File: src/rtl/halfFloatPkg.sv
// ------------------------------
// IEEE 754 binary16 format fields
// Subnormal encodings not handled
// ------------------------------
`default_nettype none

package halfFloatPkg;

    // Encoded value and its fields
    typedef logic [15:0] halfWord;
    typedef logic [4:0]  expField;
    typedef logic [9:0]  fracField;
    typedef logic [10:0] sigField;     // Hidden bit at [10]

    // Product of two significands, binary point after bit 20
    typedef logic [21:0] productSig;

    // Biased product exponent, may go negative or past 31
    typedef logic signed [5:0] productExp;

    // Aligned sum: carry at [23], data at [22:1], sticky at [0]
    typedef logic [23:0] sumSig;

    localparam int expBias = 15;

    localparam halfWord quietNan = 16'h7E00;   // Canonical quiet NaN

    // Magnitudes only, sign is prepended by the user
    localparam logic [14:0] maxFiniteMag = 15'h7BFF;
    localparam logic [14:0] infMag       = 15'h7C00;

endpackage

`default_nettype wire

File: src/rtl/fmaTransferPkg.sv
// ------------------------------
// Transactions between FMA stages
// Queue depth fixed at two entries
// ------------------------------
`default_nettype none

package fmaTransferPkg;

    localparam int queueDepth    = 2;
    localparam int queuePtrWidth = $clog2(queueDepth);

    typedef logic [queuePtrWidth-1:0] queuePtr;
    typedef logic [queuePtrWidth:0]   queueCount;

    typedef struct packed {
        logic invalid;
        logic overflow;
        logic inexact;
    } fmaFlags;

    typedef struct packed {
        halfFloatPkg::halfWord operandA;
        halfFloatPkg::halfWord operandB;
        halfFloatPkg::halfWord operandC;
        logic                  mulEnable;    // Low means B taken as 1.0
        logic                  addEnable;    // Low means C taken as 0
        logic                  roundNearest; // Low means round to zero
    } fmaRequest;

    typedef struct packed {
        logic                    productSign;
        halfFloatPkg::productExp productExp;
        halfFloatPkg::productSig productSig;
        logic                    productZero;
        logic                    exponentOverflow;
        logic                    cSign;
        halfFloatPkg::expField   cExp;
        halfFloatPkg::sigField   cSig;
        logic                    roundNearest;
        logic                    isSpecial;      // Skip the adder, use specialResult
        halfFloatPkg::halfWord   specialResult;
        fmaFlags                 specialFlags;
    } productRecord;

    typedef struct packed {
        halfFloatPkg::halfWord value;
        fmaFlags               flags;
    } fmaResult;

    typedef enum logic {
        acceptIdle,
        acceptAcked
    } acceptState;

    typedef enum logic [1:0] {
        deliverIdle,
        deliverOffering,
        deliverWaitRelease
    } deliverState;

endpackage

`default_nettype wire

File: src/rtl/normalizeRound.sv
// ------------------------------
// Normalize, round RZ or RNE
// Tiny results are not flushed
// ------------------------------
`timescale 1ns/100ps
`default_nettype none

module normalizeRound (
    input  logic                    sumSign,
    input  halfFloatPkg::expField   sumExp,
    input  halfFloatPkg::sumSig     sum,
    input  logic                    exponentOverflow,
    input  logic                    roundNearest,
    output halfFloatPkg::halfWord   value,
    output fmaTransferPkg::fmaFlags flags
);

    logic [4:0]          leadPos;
    logic                sumZero;
    halfFloatPkg::sumSig shifted;
    logic [7:0]          normExp, finalExp;
    logic                lsbBit, guardBit, roundBit, stickyBit;
    logic                roundUp;
    logic [11:0]         roundedSig;
    logic [9:0]          roundedFrac;
    logic                overflow, inexact;

    // Highest set bit wins
    always_comb begin
        leadPos = '0;
        for (int i = 0; i < 24; i++) begin
            if (sum[i]) leadPos = 5'(i);
        end
    end

    assign sumZero = ~|sum;
    assign shifted = sum << (5'd23 - leadPos);   // Leading one to bit 23
    assign normExp = 8'(sumExp) + 8'(leadPos) - 8'd21;   // Point sits after bit 21

    assign lsbBit    = shifted[13];
    assign guardBit  = shifted[12];
    assign roundBit  = shifted[11];
    assign stickyBit = |shifted[10:0];

    // Ties go to the even significand
    assign roundUp     = roundNearest & guardBit & (roundBit | stickyBit | lsbBit);
    assign roundedSig  = {1'b0, shifted[23:13]} + 12'(roundUp);
    assign roundedFrac = roundedSig[11] ? roundedSig[10:1] : roundedSig[9:0];
    assign finalExp    = normExp + 8'(roundedSig[11]);

    // Bit 7 set means the exponent went below zero
    assign overflow = exponentOverflow | (~finalExp[7] & (finalExp >= 8'd31));
    assign inexact  = guardBit | roundBit | stickyBit;

    always_comb begin
        flags.invalid = 1'b0;
        if (overflow) begin
            value          = {sumSign, roundNearest ? halfFloatPkg::infMag
                                                    : halfFloatPkg::maxFiniteMag};
            flags.overflow = 1'b1;
            flags.inexact  = 1'b1;
        end else if (sumZero) begin
            value          = {sumSign, 15'b0};   // Sign already resolved upstream
            flags.overflow = 1'b0;
            flags.inexact  = 1'b0;
        end else begin
            value          = {sumSign, finalExp[4:0], roundedFrac};
            flags.overflow = 1'b0;
            flags.inexact  = inexact;
        end
    end

endmodule

`default_nettype wire

File: src/rtl/productStage.sv
// ------------------------------
// Accepts requests, forms A * B
// Zero exponent with nonzero fraction
// gets a hidden one anyway
// ------------------------------
`timescale 1ns/100ps
`default_nettype none

module productStage (
    input  logic                         clk,
    input  logic                         reset,
    input  fmaTransferPkg::fmaRequest    request,
    input  logic                         req,
    output logic                         ack,
    input  logic                         full,
    output logic                         pushValid,
    output fmaTransferPkg::productRecord pushData
);

    fmaTransferPkg::acceptState state;

    logic                    aSign, bSign, cSign, productSign;
    halfFloatPkg::expField   aExp, bExp, cExp;
    halfFloatPkg::fracField  aFrac, bFrac, cFrac;
    halfFloatPkg::sigField   aSig, bSig, cSig;
    logic [5:0]              expSum;
    halfFloatPkg::productExp prodExp;
    logic                    productZero, expOverflow;
    logic                    aNan, bNan, cNan, anySignaling;
    logic                    zeroTimesInf, mulInf, cInf;

    always_ff @(posedge clk) begin
        if (reset) begin
            state <= fmaTransferPkg::acceptIdle;
        end else begin
            case (state)
                fmaTransferPkg::acceptIdle:  if (pushValid) state <= fmaTransferPkg::acceptAcked;
                fmaTransferPkg::acceptAcked: if (!req) state <= fmaTransferPkg::acceptIdle;
                default:                     state <= fmaTransferPkg::acceptIdle;
            endcase
        end
    end

    assign ack       = (state == fmaTransferPkg::acceptAcked);
    assign pushValid = (state == fmaTransferPkg::acceptIdle) & req & ~full;

    // Disabled multiply turns B into 1.0, disabled add turns C into 0
    assign aSign = request.operandA[15];
    assign bSign = request.mulEnable & request.operandB[15];
    assign cSign = request.addEnable & request.operandC[15];
    assign aExp  = request.operandA[14:10];
    assign bExp  = request.mulEnable ? request.operandB[14:10]
                                     : halfFloatPkg::expField'(halfFloatPkg::expBias);
    assign cExp  = request.addEnable ? request.operandC[14:10] : '0;
    assign aFrac = request.operandA[9:0];
    assign bFrac = request.mulEnable ? request.operandB[9:0] : '0;
    assign cFrac = request.addEnable ? request.operandC[9:0] : '0;

    assign aSig = {1'b1, aFrac};
    assign bSig = {1'b1, bFrac};
    assign cSig = {|{cExp, cFrac}, cFrac};   // Hidden one unless C is zero

    assign productSign = aSign ^ bSign;
    assign productZero = ((aExp == '0) & (aFrac == '0)) | ((bExp == '0) & (bFrac == '0));
    assign expSum      = {1'b0, aExp} + {1'b0, bExp};
    assign prodExp     = productZero ? '0 : expSum - 6'(halfFloatPkg::expBias);
    assign expOverflow = prodExp[5] & expSum[5];   // Wrapped past 31, not negative

    assign aNan         = (&aExp) & (|aFrac);
    assign bNan         = (&bExp) & (|bFrac);
    assign cNan         = (&cExp) & (|cFrac);
    assign anySignaling = (aNan & ~aFrac[9]) | (bNan & ~bFrac[9]) | (cNan & ~cFrac[9]);
    assign zeroTimesInf = (aFrac == '0) & (bFrac == '0)
                        & (((aExp == '0) & (&bExp)) | ((bExp == '0) & (&aExp)));
    assign mulInf       = (&aExp) | (&bExp);
    assign cInf         = (&cExp) & (cFrac == '0);

    always_comb begin
        pushData.productSign      = productSign;
        pushData.productExp       = prodExp;
        pushData.productSig       = productZero ? '0 : aSig * bSig;
        pushData.productZero      = productZero;
        pushData.exponentOverflow = expOverflow;
        pushData.cSign            = cSign;
        pushData.cExp             = cExp;
        pushData.cSig             = cSig;
        pushData.roundNearest     = request.roundNearest;
        pushData.isSpecial        = 1'b1;
        pushData.specialResult    = halfFloatPkg::quietNan;
        pushData.specialFlags     = '0;

        // Priority matters, NaN checks come before infinity checks
        if (zeroTimesInf) begin
            pushData.specialFlags.invalid = 1'b1;
        end else if (aNan | bNan | cNan) begin
            pushData.specialFlags.invalid = anySignaling;
        end else if (mulInf) begin
            if ((&cExp) & (productSign ^ cSign)) begin
                pushData.specialFlags.invalid = 1'b1;   // Inf minus inf
            end else begin
                pushData.specialResult = {productSign, halfFloatPkg::infMag};
            end
        end else if (cInf) begin
            pushData.specialResult = {cSign, halfFloatPkg::infMag};
        end else begin
            pushData.isSpecial = 1'b0;
        end
    end

endmodule

`default_nettype wire

File: src/rtl/productQueue.sv
// ------------------------------
// Product FIFO, no write when full
// Head readable while not empty
// ------------------------------
`timescale 1ns/100ps
`default_nettype none

module productQueue (
    input  logic                         clk,
    input  logic                         reset,
    input  logic                         pushValid,
    input  fmaTransferPkg::productRecord pushData,
    output logic                         full,
    input  logic                         popReady,
    output fmaTransferPkg::productRecord popData,
    output logic                         notEmpty
);

    fmaTransferPkg::productRecord entries [fmaTransferPkg::queueDepth];

    fmaTransferPkg::queuePtr   wrPtr, rdPtr;
    fmaTransferPkg::queueCount count;
    logic                      pushAccept, popAccept;

    assign pushAccept = pushValid & ~full;
    assign popAccept  = popReady & notEmpty;

    always_ff @(posedge clk) begin
        if (pushAccept) entries[wrPtr] <= pushData;
    end

    always_ff @(posedge clk) begin
        if (reset) begin
            wrPtr <= '0;
            rdPtr <= '0;
            count <= '0;
        end else begin
            if (pushAccept) begin
                wrPtr <= (wrPtr == fmaTransferPkg::queuePtr'(fmaTransferPkg::queueDepth - 1))
                       ? '0 : wrPtr + 1'b1;
            end
            if (popAccept) begin
                rdPtr <= (rdPtr == fmaTransferPkg::queuePtr'(fmaTransferPkg::queueDepth - 1))
                       ? '0 : rdPtr + 1'b1;
            end
            case ({pushAccept, popAccept})
                2'b10:   count <= count + 1'b1;
                2'b01:   count <= count - 1'b1;
                default: count <= count;   // Both or neither
            endcase
        end
    end

    assign full     = (count == fmaTransferPkg::queueCount'(fmaTransferPkg::queueDepth));
    assign notEmpty = (count != '0);
    assign popData  = entries[rdPtr];

endmodule

`default_nettype wire

File: src/rtl/sumStage.sv
// ------------------------------
// Adds C to the product, delivers
// One result offered at a time
// ------------------------------
`timescale 1ns/100ps
`default_nettype none

module sumStage (
    input  logic                         clk,
    input  logic                         reset,
    input  fmaTransferPkg::productRecord popData,
    input  logic                         notEmpty,
    output logic                         popReady,
    output fmaTransferPkg::fmaResult     result,
    output logic                         resultReq,
    input  logic                         resultAck
);

    fmaTransferPkg::deliverState state;

    logic [6:0]              expDiff, shiftP, shiftC;
    logic                    productGreater, effSub;
    logic [22:0]             alignedP, alignedC;
    halfFloatPkg::sumSig     addSum, subPC, subCP, magnitude;
    logic                    sumSign;
    halfFloatPkg::expField   sumExp;
    halfFloatPkg::halfWord   roundedValue;
    fmaTransferPkg::fmaFlags roundedFlags;

    // Right shift keeping a sticky bit for everything shifted out
    function automatic logic [22:0] alignRight(input halfFloatPkg::productSig value,
                                               input logic [6:0] shamt);
        logic [43:0] wide;
        logic        sticky;
        wide   = {value, 22'b0} >> shamt;
        sticky = (|wide[21:0]) | ((shamt > 7'd42) & (|value));
        return {wide[43:22], sticky};
    endfunction

    assign expDiff        = {popData.productExp[5], popData.productExp} - {2'b00, popData.cExp};
    assign productGreater = popData.exponentOverflow | (~popData.productZero & ~expDiff[6]);
    assign shiftC         = productGreater ? expDiff : '0;
    assign shiftP         = productGreater ? '0 : ~expDiff + 7'd1;
    assign sumExp         = productGreater ? popData.productExp[4:0] : popData.cExp;

    // C placed in the product frame, point after bit 20
    assign alignedP = alignRight(popData.productSig, shiftP);
    assign alignedC = alignRight({1'b0, popData.cSig, 10'b0}, shiftC);

    assign effSub = popData.productSign ^ popData.cSign;
    assign addSum = {1'b0, alignedP} + {1'b0, alignedC};
    assign subPC  = {1'b0, alignedP} - {1'b0, alignedC};
    assign subCP  = {1'b0, alignedC} - {1'b0, alignedP};

    always_comb begin
        if (!effSub) begin
            magnitude = addSum;
            sumSign   = popData.productSign;   // Two -0 operands stay -0
        end else if (subPC[23] & ~popData.exponentOverflow) begin
            magnitude = subCP;                 // C was larger
            sumSign   = popData.cSign;
        end else begin
            magnitude = subPC;
            sumSign   = ((subPC == '0) & ~popData.exponentOverflow) ? 1'b0 : popData.productSign;
        end
    end

    normalizeRound u_normalizeRound (
        .sumSign,
        .sumExp,
        .sum              (magnitude),
        .exponentOverflow (popData.exponentOverflow),
        .roundNearest     (popData.roundNearest),
        .value            (roundedValue),
        .flags            (roundedFlags)
    );

    always_ff @(posedge clk) begin
        if (reset) begin
            state <= fmaTransferPkg::deliverIdle;
        end else begin
            case (state)
                fmaTransferPkg::deliverIdle:
                    if (notEmpty) state <= fmaTransferPkg::deliverOffering;
                fmaTransferPkg::deliverOffering:
                    if (resultAck) state <= fmaTransferPkg::deliverWaitRelease;
                fmaTransferPkg::deliverWaitRelease:
                    if (!resultAck) state <= fmaTransferPkg::deliverIdle;
                default:
                    state <= fmaTransferPkg::deliverIdle;
            endcase
        end
    end

    always_ff @(posedge clk) begin
        if (popReady & notEmpty) begin
            if (popData.isSpecial) begin
                result.value <= popData.specialResult;
                result.flags <= popData.specialFlags;
            end else begin
                result.value <= roundedValue;
                result.flags <= roundedFlags;
            end
        end
    end

    assign popReady  = (state == fmaTransferPkg::deliverIdle);
    assign resultReq = (state == fmaTransferPkg::deliverOffering);

endmodule

`default_nettype wire

File: src/rtl/fmaUnit.sv
// ------------------------------
// Half-precision A * B + C
// Four-phase req/ack on both sides
// ------------------------------
`timescale 1ns/100ps
`default_nettype none

module fmaUnit (
    input  logic                      clk,
    input  logic                      reset,
    input  fmaTransferPkg::fmaRequest request,
    input  logic                      req,
    output logic                      ack,
    output fmaTransferPkg::fmaResult  result,
    output logic                      resultReq,
    input  logic                      resultAck
);

    logic                         full;
    logic                         pushValid;
    fmaTransferPkg::productRecord pushData;
    logic                         popReady;
    fmaTransferPkg::productRecord popData;
    logic                         notEmpty;

    productStage u_productStage (
        .clk, .reset,
        .request, .req, .ack,
        .full, .pushValid, .pushData
    );

    // Decouples accept rate from delivery rate
    productQueue u_productQueue (
        .clk, .reset,
        .pushValid, .pushData, .full,
        .popReady, .popData, .notEmpty
    );

    sumStage u_sumStage (
        .clk, .reset,
        .popData, .notEmpty, .popReady,
        .result, .resultReq, .resultAck
    );

endmodule

`default_nettype wire

File: config.mk
export PLATFORM = sky130hd
export DESIGN_NAME = fmaUnit
export DESIGN_NICKNAME = d
export VERILOG_FILES = /design/src/rtl/halfFloatPkg.sv /design/src/rtl/fmaTransferPkg.sv /design/src/rtl/normalizeRound.sv /design/src/rtl/productStage.sv /design/src/rtl/productQueue.sv /design/src/rtl/sumStage.sv /design/src/rtl/fmaUnit.sv
export SDC_FILE = /design/constraint.sdc
export NUM_CORES = 1
export LEC_CHECK = 0
export BUFFER_PORTS_ARGS = -buffer_cell sky130_fd_sc_hd__buf_2
export CELL_PAD_IN_SITES_DETAIL_PLACEMENT = 0
export CELL_PAD_IN_SITES_GLOBAL_PLACEMENT = 1
export CORE_ASPECT_RATIO = 0.7
export CORE_MARGIN = 8
export CORE_UTILIZATION = 50
export CTS_BUF_LIST = sky130_fd_sc_hd__clkbuf_16
export DETAILED_ROUTE_END_ITERATION = 12
export PLACE_DENSITY = 0.85
export SLEW_MARGIN = 20
export SYNTH_ARGS = -nofsm -noshare
export SYNTH_HDL_FRONTEND = slang
export SYNTH_SLANG_ARGS = --single-unit
File: constraint.sdc
create_clock -name clk -period 18.67 [get_ports clk]
set_clock_uncertainty 0.05 [all_clocks]
set_input_delay 1.867 -clock clk [delete_from_list [all_inputs] [get_ports clk]]
set_output_delay 1.867 -clock clk [all_outputs]
set_load 0.02 [all_outputs]
== After elaboration in Yosys (flattened, before gate mapping) ==
Memories as Yosys holds them, arrays and structs flattened. A register that Yosys moved wholly into a read port is not among the register bits.
Index checks and enable logic that the tools add are counted.

* Register bits after elaboration: 26
* Latch bits: 0
* Memory bits (writable): 134
* Memory bits (read-only): 0
* Input port bits: 55
* Output and inout port bits: 21
* Word-level logic and storage cells: 190
* Memories kept: 1

* Add/sub/neg operators: 16
* $mul: 1
* Divide/modulo/power cells: 0
* $lt $le $gt $ge: 3
* Eq/ne operators: 8
* Shift-type cells: 3
* Mux-type cells: 69
* Bitwise logic cells: 57
* Reduce and logical (&&, ||, !) cells: 23

{| class="wikitable"
|+ Memories
! memory !! depth !! bits a word !! read ports !! clocked after Yosys merged registers in !! wr ports !! RTL line !! source
|-
| u_productQueue.entries || 2 || 67 || 1 || 1 || 1 || productQueue.sv:19 || <nowiki>fmaTransferPkg::productRecord entries [fmaTransferPkg::queueDepth];</nowiki>
|}

{| class="wikitable"
|+ Operators with widths
! cell !! number
|-
| $mux W5 || 25
|-
| $reduce_or A22 Y1 || 3
|-
| $mux W16 || 3
|-
| $mux W24 || 2
|-
| $sub A23 B23 Y24 || 2
|-
| $shr A43 B7 Y44 || 1
|-
| $shr A44 B7 Y44 || 1
|-
| $mux W17 || 2
|-
| $logic_not A10 Y1 || 3
|-
| $mux W10 || 3
|-
| $mux W15 || 2
|-
| $reduce_or A10 Y1 || 3
|-
| $and A1 B1 Y1 || 29
|-
| $add A23 B23 Y24 || 1
|-
| $logic_not A24 Y1 || 1
|-
| $reduce_or A24 Y1 || 1
|-
| $shl A24 B5 Y24 || 1
|-
| $mul A11 B11 Y22 || 1
|-
| $mux W22 || 1
|-
| $reduce_or A11 Y1 || 2
|-
| $mux W1 || 19
|-
| $mux W19 || 1
|-
| $or A1 B1 Y1 || 15
|-
| $reduce_and A5 Y1 || 3
|-
| 32 further kinds || 55
|}

== Logic depth before layout (Yosys ltp) ==
* Depth after elaboration: 48
* Gate-level depth with buffers: 72
* Gate-level depth less buffers: 60

== Modules after synthesis ==
Synthesis repeated with hierarchy kept, for this count alone.

* Cell total of the unflattened synthesis: 2502
* Area total of the unflattened synthesis: 21316.7 µm²

{| class="wikitable"
|+ By module, submodules not included
! module !! times used !! cells an instance !! area each (µm²) !! seq. area each (µm²)
|-
| sumStage || 1 || 1188 || 8202.9 || 610.6
|-
| productQueue || 1 || 241 || 5193.7 || 4244.1
|-
| productStage || 1 || 652 || 5036.1 || 20.0
|-
| normalizeRound || 1 || 421 || 2884.0 || 0.0
|}

== Worst setup path before layout ==
Ideal clock, no wire load.

* Kind: reg-to-reg
* From: register (tool-made name)
* To: register u_sumStage.result[9] (netlist name)
* Setup time: 0.136 ns
* Arrival: 15.040 ns
* Required time: 18.484 ns
* Slack: 3.444 ns
* Stages on the path, launching flop included: 64
* Buffers on the path: 10
* Clock period less this slack: 15.226 ns
* Cell sequence: dfxtp_1 > buf_2 > buf_1 > clkbuf_1 > clkbuf_1 > clkbuf_1 > clkbuf_1 > clkbuf_1 > mux2i_1 > ha_1 > inv_1 > fa_1 > a211oi_2 > o21bai_2 > and2_4 > buf_6 > a21o_1 > nor2_1 > [28 not listed] > mux2i_1 > a22oi_1 > a22oi_1 > nand4b_4 > nor4_4 > ha_1 > ha_1 > xor2_1 > nor3_1 > o22ai_1 > o21ai_0 > a32o_1 > a311oi_1 > and2_1 > and2_1 > inv_1 > or4b_1 > nand2_1

==> metrics.md <==
| Metric | Value |
|---|---|
| HP Class | reg2reg |
| P&R area growth vs syn | 6.692% |
| Vias in the first global route | 16,630 |
| Cell variety after synth | 107 |
| Worst slew pin tran | 1.092 ns |
| R2R depth | 53 |
| CTS tree | done |
| Synthesized flop and latch total | 133 |
| Max Buffers Root-to-Sink | 2 |
| Sequential element share of the synthesized area | 20.60% |
| Routed length per instance | 21.63 µm |
| Top cell type's share of synthesized area | 19.76% |
| Final #Nets | 2,549 |
| Setup crit start kind | register |
| ANT cells | 0 |
| RSZ-0062 raised after global routing | no |
| Hold_sp | u_productStage.ack$_SDFF_PP0_ |
| Top_reg_cell synth | edfxtp_1 |
| Rel. slew slack | 26.63% |
| Number of hold violations in the final report | 0 |
| Largest cells by area after synthesis | edfxtp_1 20%, ha_1 9.9%, fa_1 9.2% |
| Core area | 0.03728 mm² |
| Sink Count | 133 |
| Crit path max-delay cell type | a21o_1 |
| Height of the die | 179.1 µm |
| Inst Count DP | 2,724 |
| Outcome | complete, no violations |
| Final instance area | 0.02027 mm² |
| Hold depth | 2 |
| CTS H-Tree Depth | 4 |
| DP HPWL | 47.79 mm |
| Total CTS buffers | 17 |
| WP data arrival | 16.63 ns |
| Count of final setup violators | 0 |
| Drt total wl | 59.63 mm |
| Top post-synthesis cells by count | 216 x inv_1, 208 x nand2_1, 204 x nor2_1, 151 x ha_1, 135 x a21oi_1 |
| Post-CTS sizing | 0 |
| Fillers | 3,406 |
| Starting density of the core | 50.96% |
| Cell Area, Placed | 0.01963 mm² |
| Layout cells sized above 1 | 9.608% |
| Final setup TNS | 0 ns |
| Fin crit share | 87.69% |
| Post-Syn Nets | 2,552 |
| Via count | 17,730 |
| Initial antenna violation count | 0 |
| Routed Antenna Nets | 0 |
| Die X | 249.0 µm |
| CP Capture Type | register |
| Remaining global-route overflow | 0 |
| Final min period | 16.37 ns |
| Post-synth EDFFs | 125 |
| Total GRT Usage | 26.09% |
| Worst skew pair latency | 0.44 ns |
| Asr flop ratio synth | 0% |
| Syn_area_per_cell | 8.409 µm² |
| Routability cong. | 0.9755 |
| Max Cap Viol | 0 |
| First-pass GRT wire length | 93.94 mm |
| Synth warnings | 0 |
| Largest net degree at the start of global routing | 79 |
| DR vias/cell | 6.430 |
| CP dominant cell by count | mux2i_1 |
| Slew Limit Fails | 0 |
| Fmax | 0.06108 GHz |
| I/O Buffers | 75 |
| Drt pass-1 iters | 6 |
| CP peak stage delay | 0.80 ns |
| Post-Layout Cell Count | 2,757 |
| DR DRC count | 0 |
| I/O pins | 76 |
| Worst-path clk slew | 0.07 ns |
| Largest area contributor in the netlist | edfxtp_1 |
| CP Data Required Time | 18.93 ns |
| Die ar. | 0.04459 mm² |
| Crit Path Category | reg2reg |
| Setup slack at placement | 2.745 ns |
| Post-Synthesis Cells | 2,259 |
| Hold Buf Count CTS | 0 |
| Reg2reg setup slack | 2.30 ns |
| Worst setup margin | 2.299 ns |
| Rows | 59 |
| Clock root buffer | clkbuf_16 |
| Most numerous cell in the Yosys netlist | inv_1 |
| Mapped cell area | 0.01900 mm² |
| # Post-CTS Setup Buffers | 0 |
| CP Max Fanout | 28 |
| Initial DRC Count | 2,340 |
kinds of logic (layout without fill, tap and decap cells):
kind of cell    after synthesis  in the layout  share of synthesized area [%]
mux                         147            147                          9.168
fa+ha+maj                   238            238                          19.11
simple gates                782            782                          20.33
compound gates              540            540                          19.71
buf+inv                     333            343                          7.074
xor+xnor                     86             86                          4.004
flops                       133            133                          20.60
cell type report:
class | count | area [µm²] | share of cell area, %
inverters | 219 | 827.0 | 4.080
flip-flops and latches | 133 | 3918 | 19.33
well taps | 488 | 610.6 | 3.013
clock buffers | 17 | 425.4 | 2.099
repair buffers | 92 | 510.5 | 2.519
multi-input cells | 1793 | 13780 | 68.00
clock inverters | 15 | 193.9 | 0.9568
path summary, 6_finish.rpt:
path                                   endpoint
max          u_sumStage.result[9]$_SDFFCE_PP0P_
min               u_productStage.ack$_SDFF_PP0_
max reg2reg  u_sumStage.result[9]$_SDFFCE_PP0P_
min reg2reg       u_productStage.ack$_SDFF_PP0_
sequential cells by signal, indices dropped and copies added, names as in the netlist, named ones only:
signal and cells:
u_sumStage.state 2, u_productQueue.rdPtr 1, u_productQueue.wrPtr 1, u_sumStage.result 19, u_productStage.ack 1, u_productQueue.count 2, u_productQueue.entries 106
placed cells by master, fill, tap and decap left out, drive strengths merged, types with 18 or more instances in the layout:
master and instances:
ha 151, fa 87, o21ai 102, a211oi 28, mux2i 108, mux4 19
o31ai 18, nand2b 31, mux2 20, xnor2 68, nor3 56, o211ai 29
buf 92, and3 64, a21o 28, nor4 31, nand2 208, o21bai 25
and2 44, xor2 18, nor2b 18, a21oi 137, inv 227, nand3 58
nor2 204, edfxtp 125
metrics by stage:
| stage | utilization, % | hold slack (ns) |
|---|---|---|
| after floorplan | - | 0.4218 |
| after global placement | 52.66 | 0.4339 |
| after detailed placement | 52.66 | 0.4474 |
| after CTS | 54.32 | 0.4694 |
| after global routing | 54.37 | 0.5021 |
| final | 54.37 | 0.4599 |
critical path, delay by kind of cell (launching register included):
family | cells | cell delay [ns]
compound gates | 23 | 8.25
xor+xnor | 2 | 0.49
fa+ha+maj | 6 | 1.66
buf+inv | 5 | 0.94
flops | 1 | 0.57
mux | 5 | 1.27
simple gates | 12 | 2.96
layer usage:
metal  GRT usage [%]  part of all wire, %  vias up
met3           6.039                   11       50
met1           40.90                   49     8586
met5               0                    0        -
li1                -                    -     8140
met2           36.27                   39      951
met4           3.452                 0.81        0
Power is left out: the tool's default activity adds up to more than one toggle a clock period on the data nets, which glitch-free logic cannot reach.
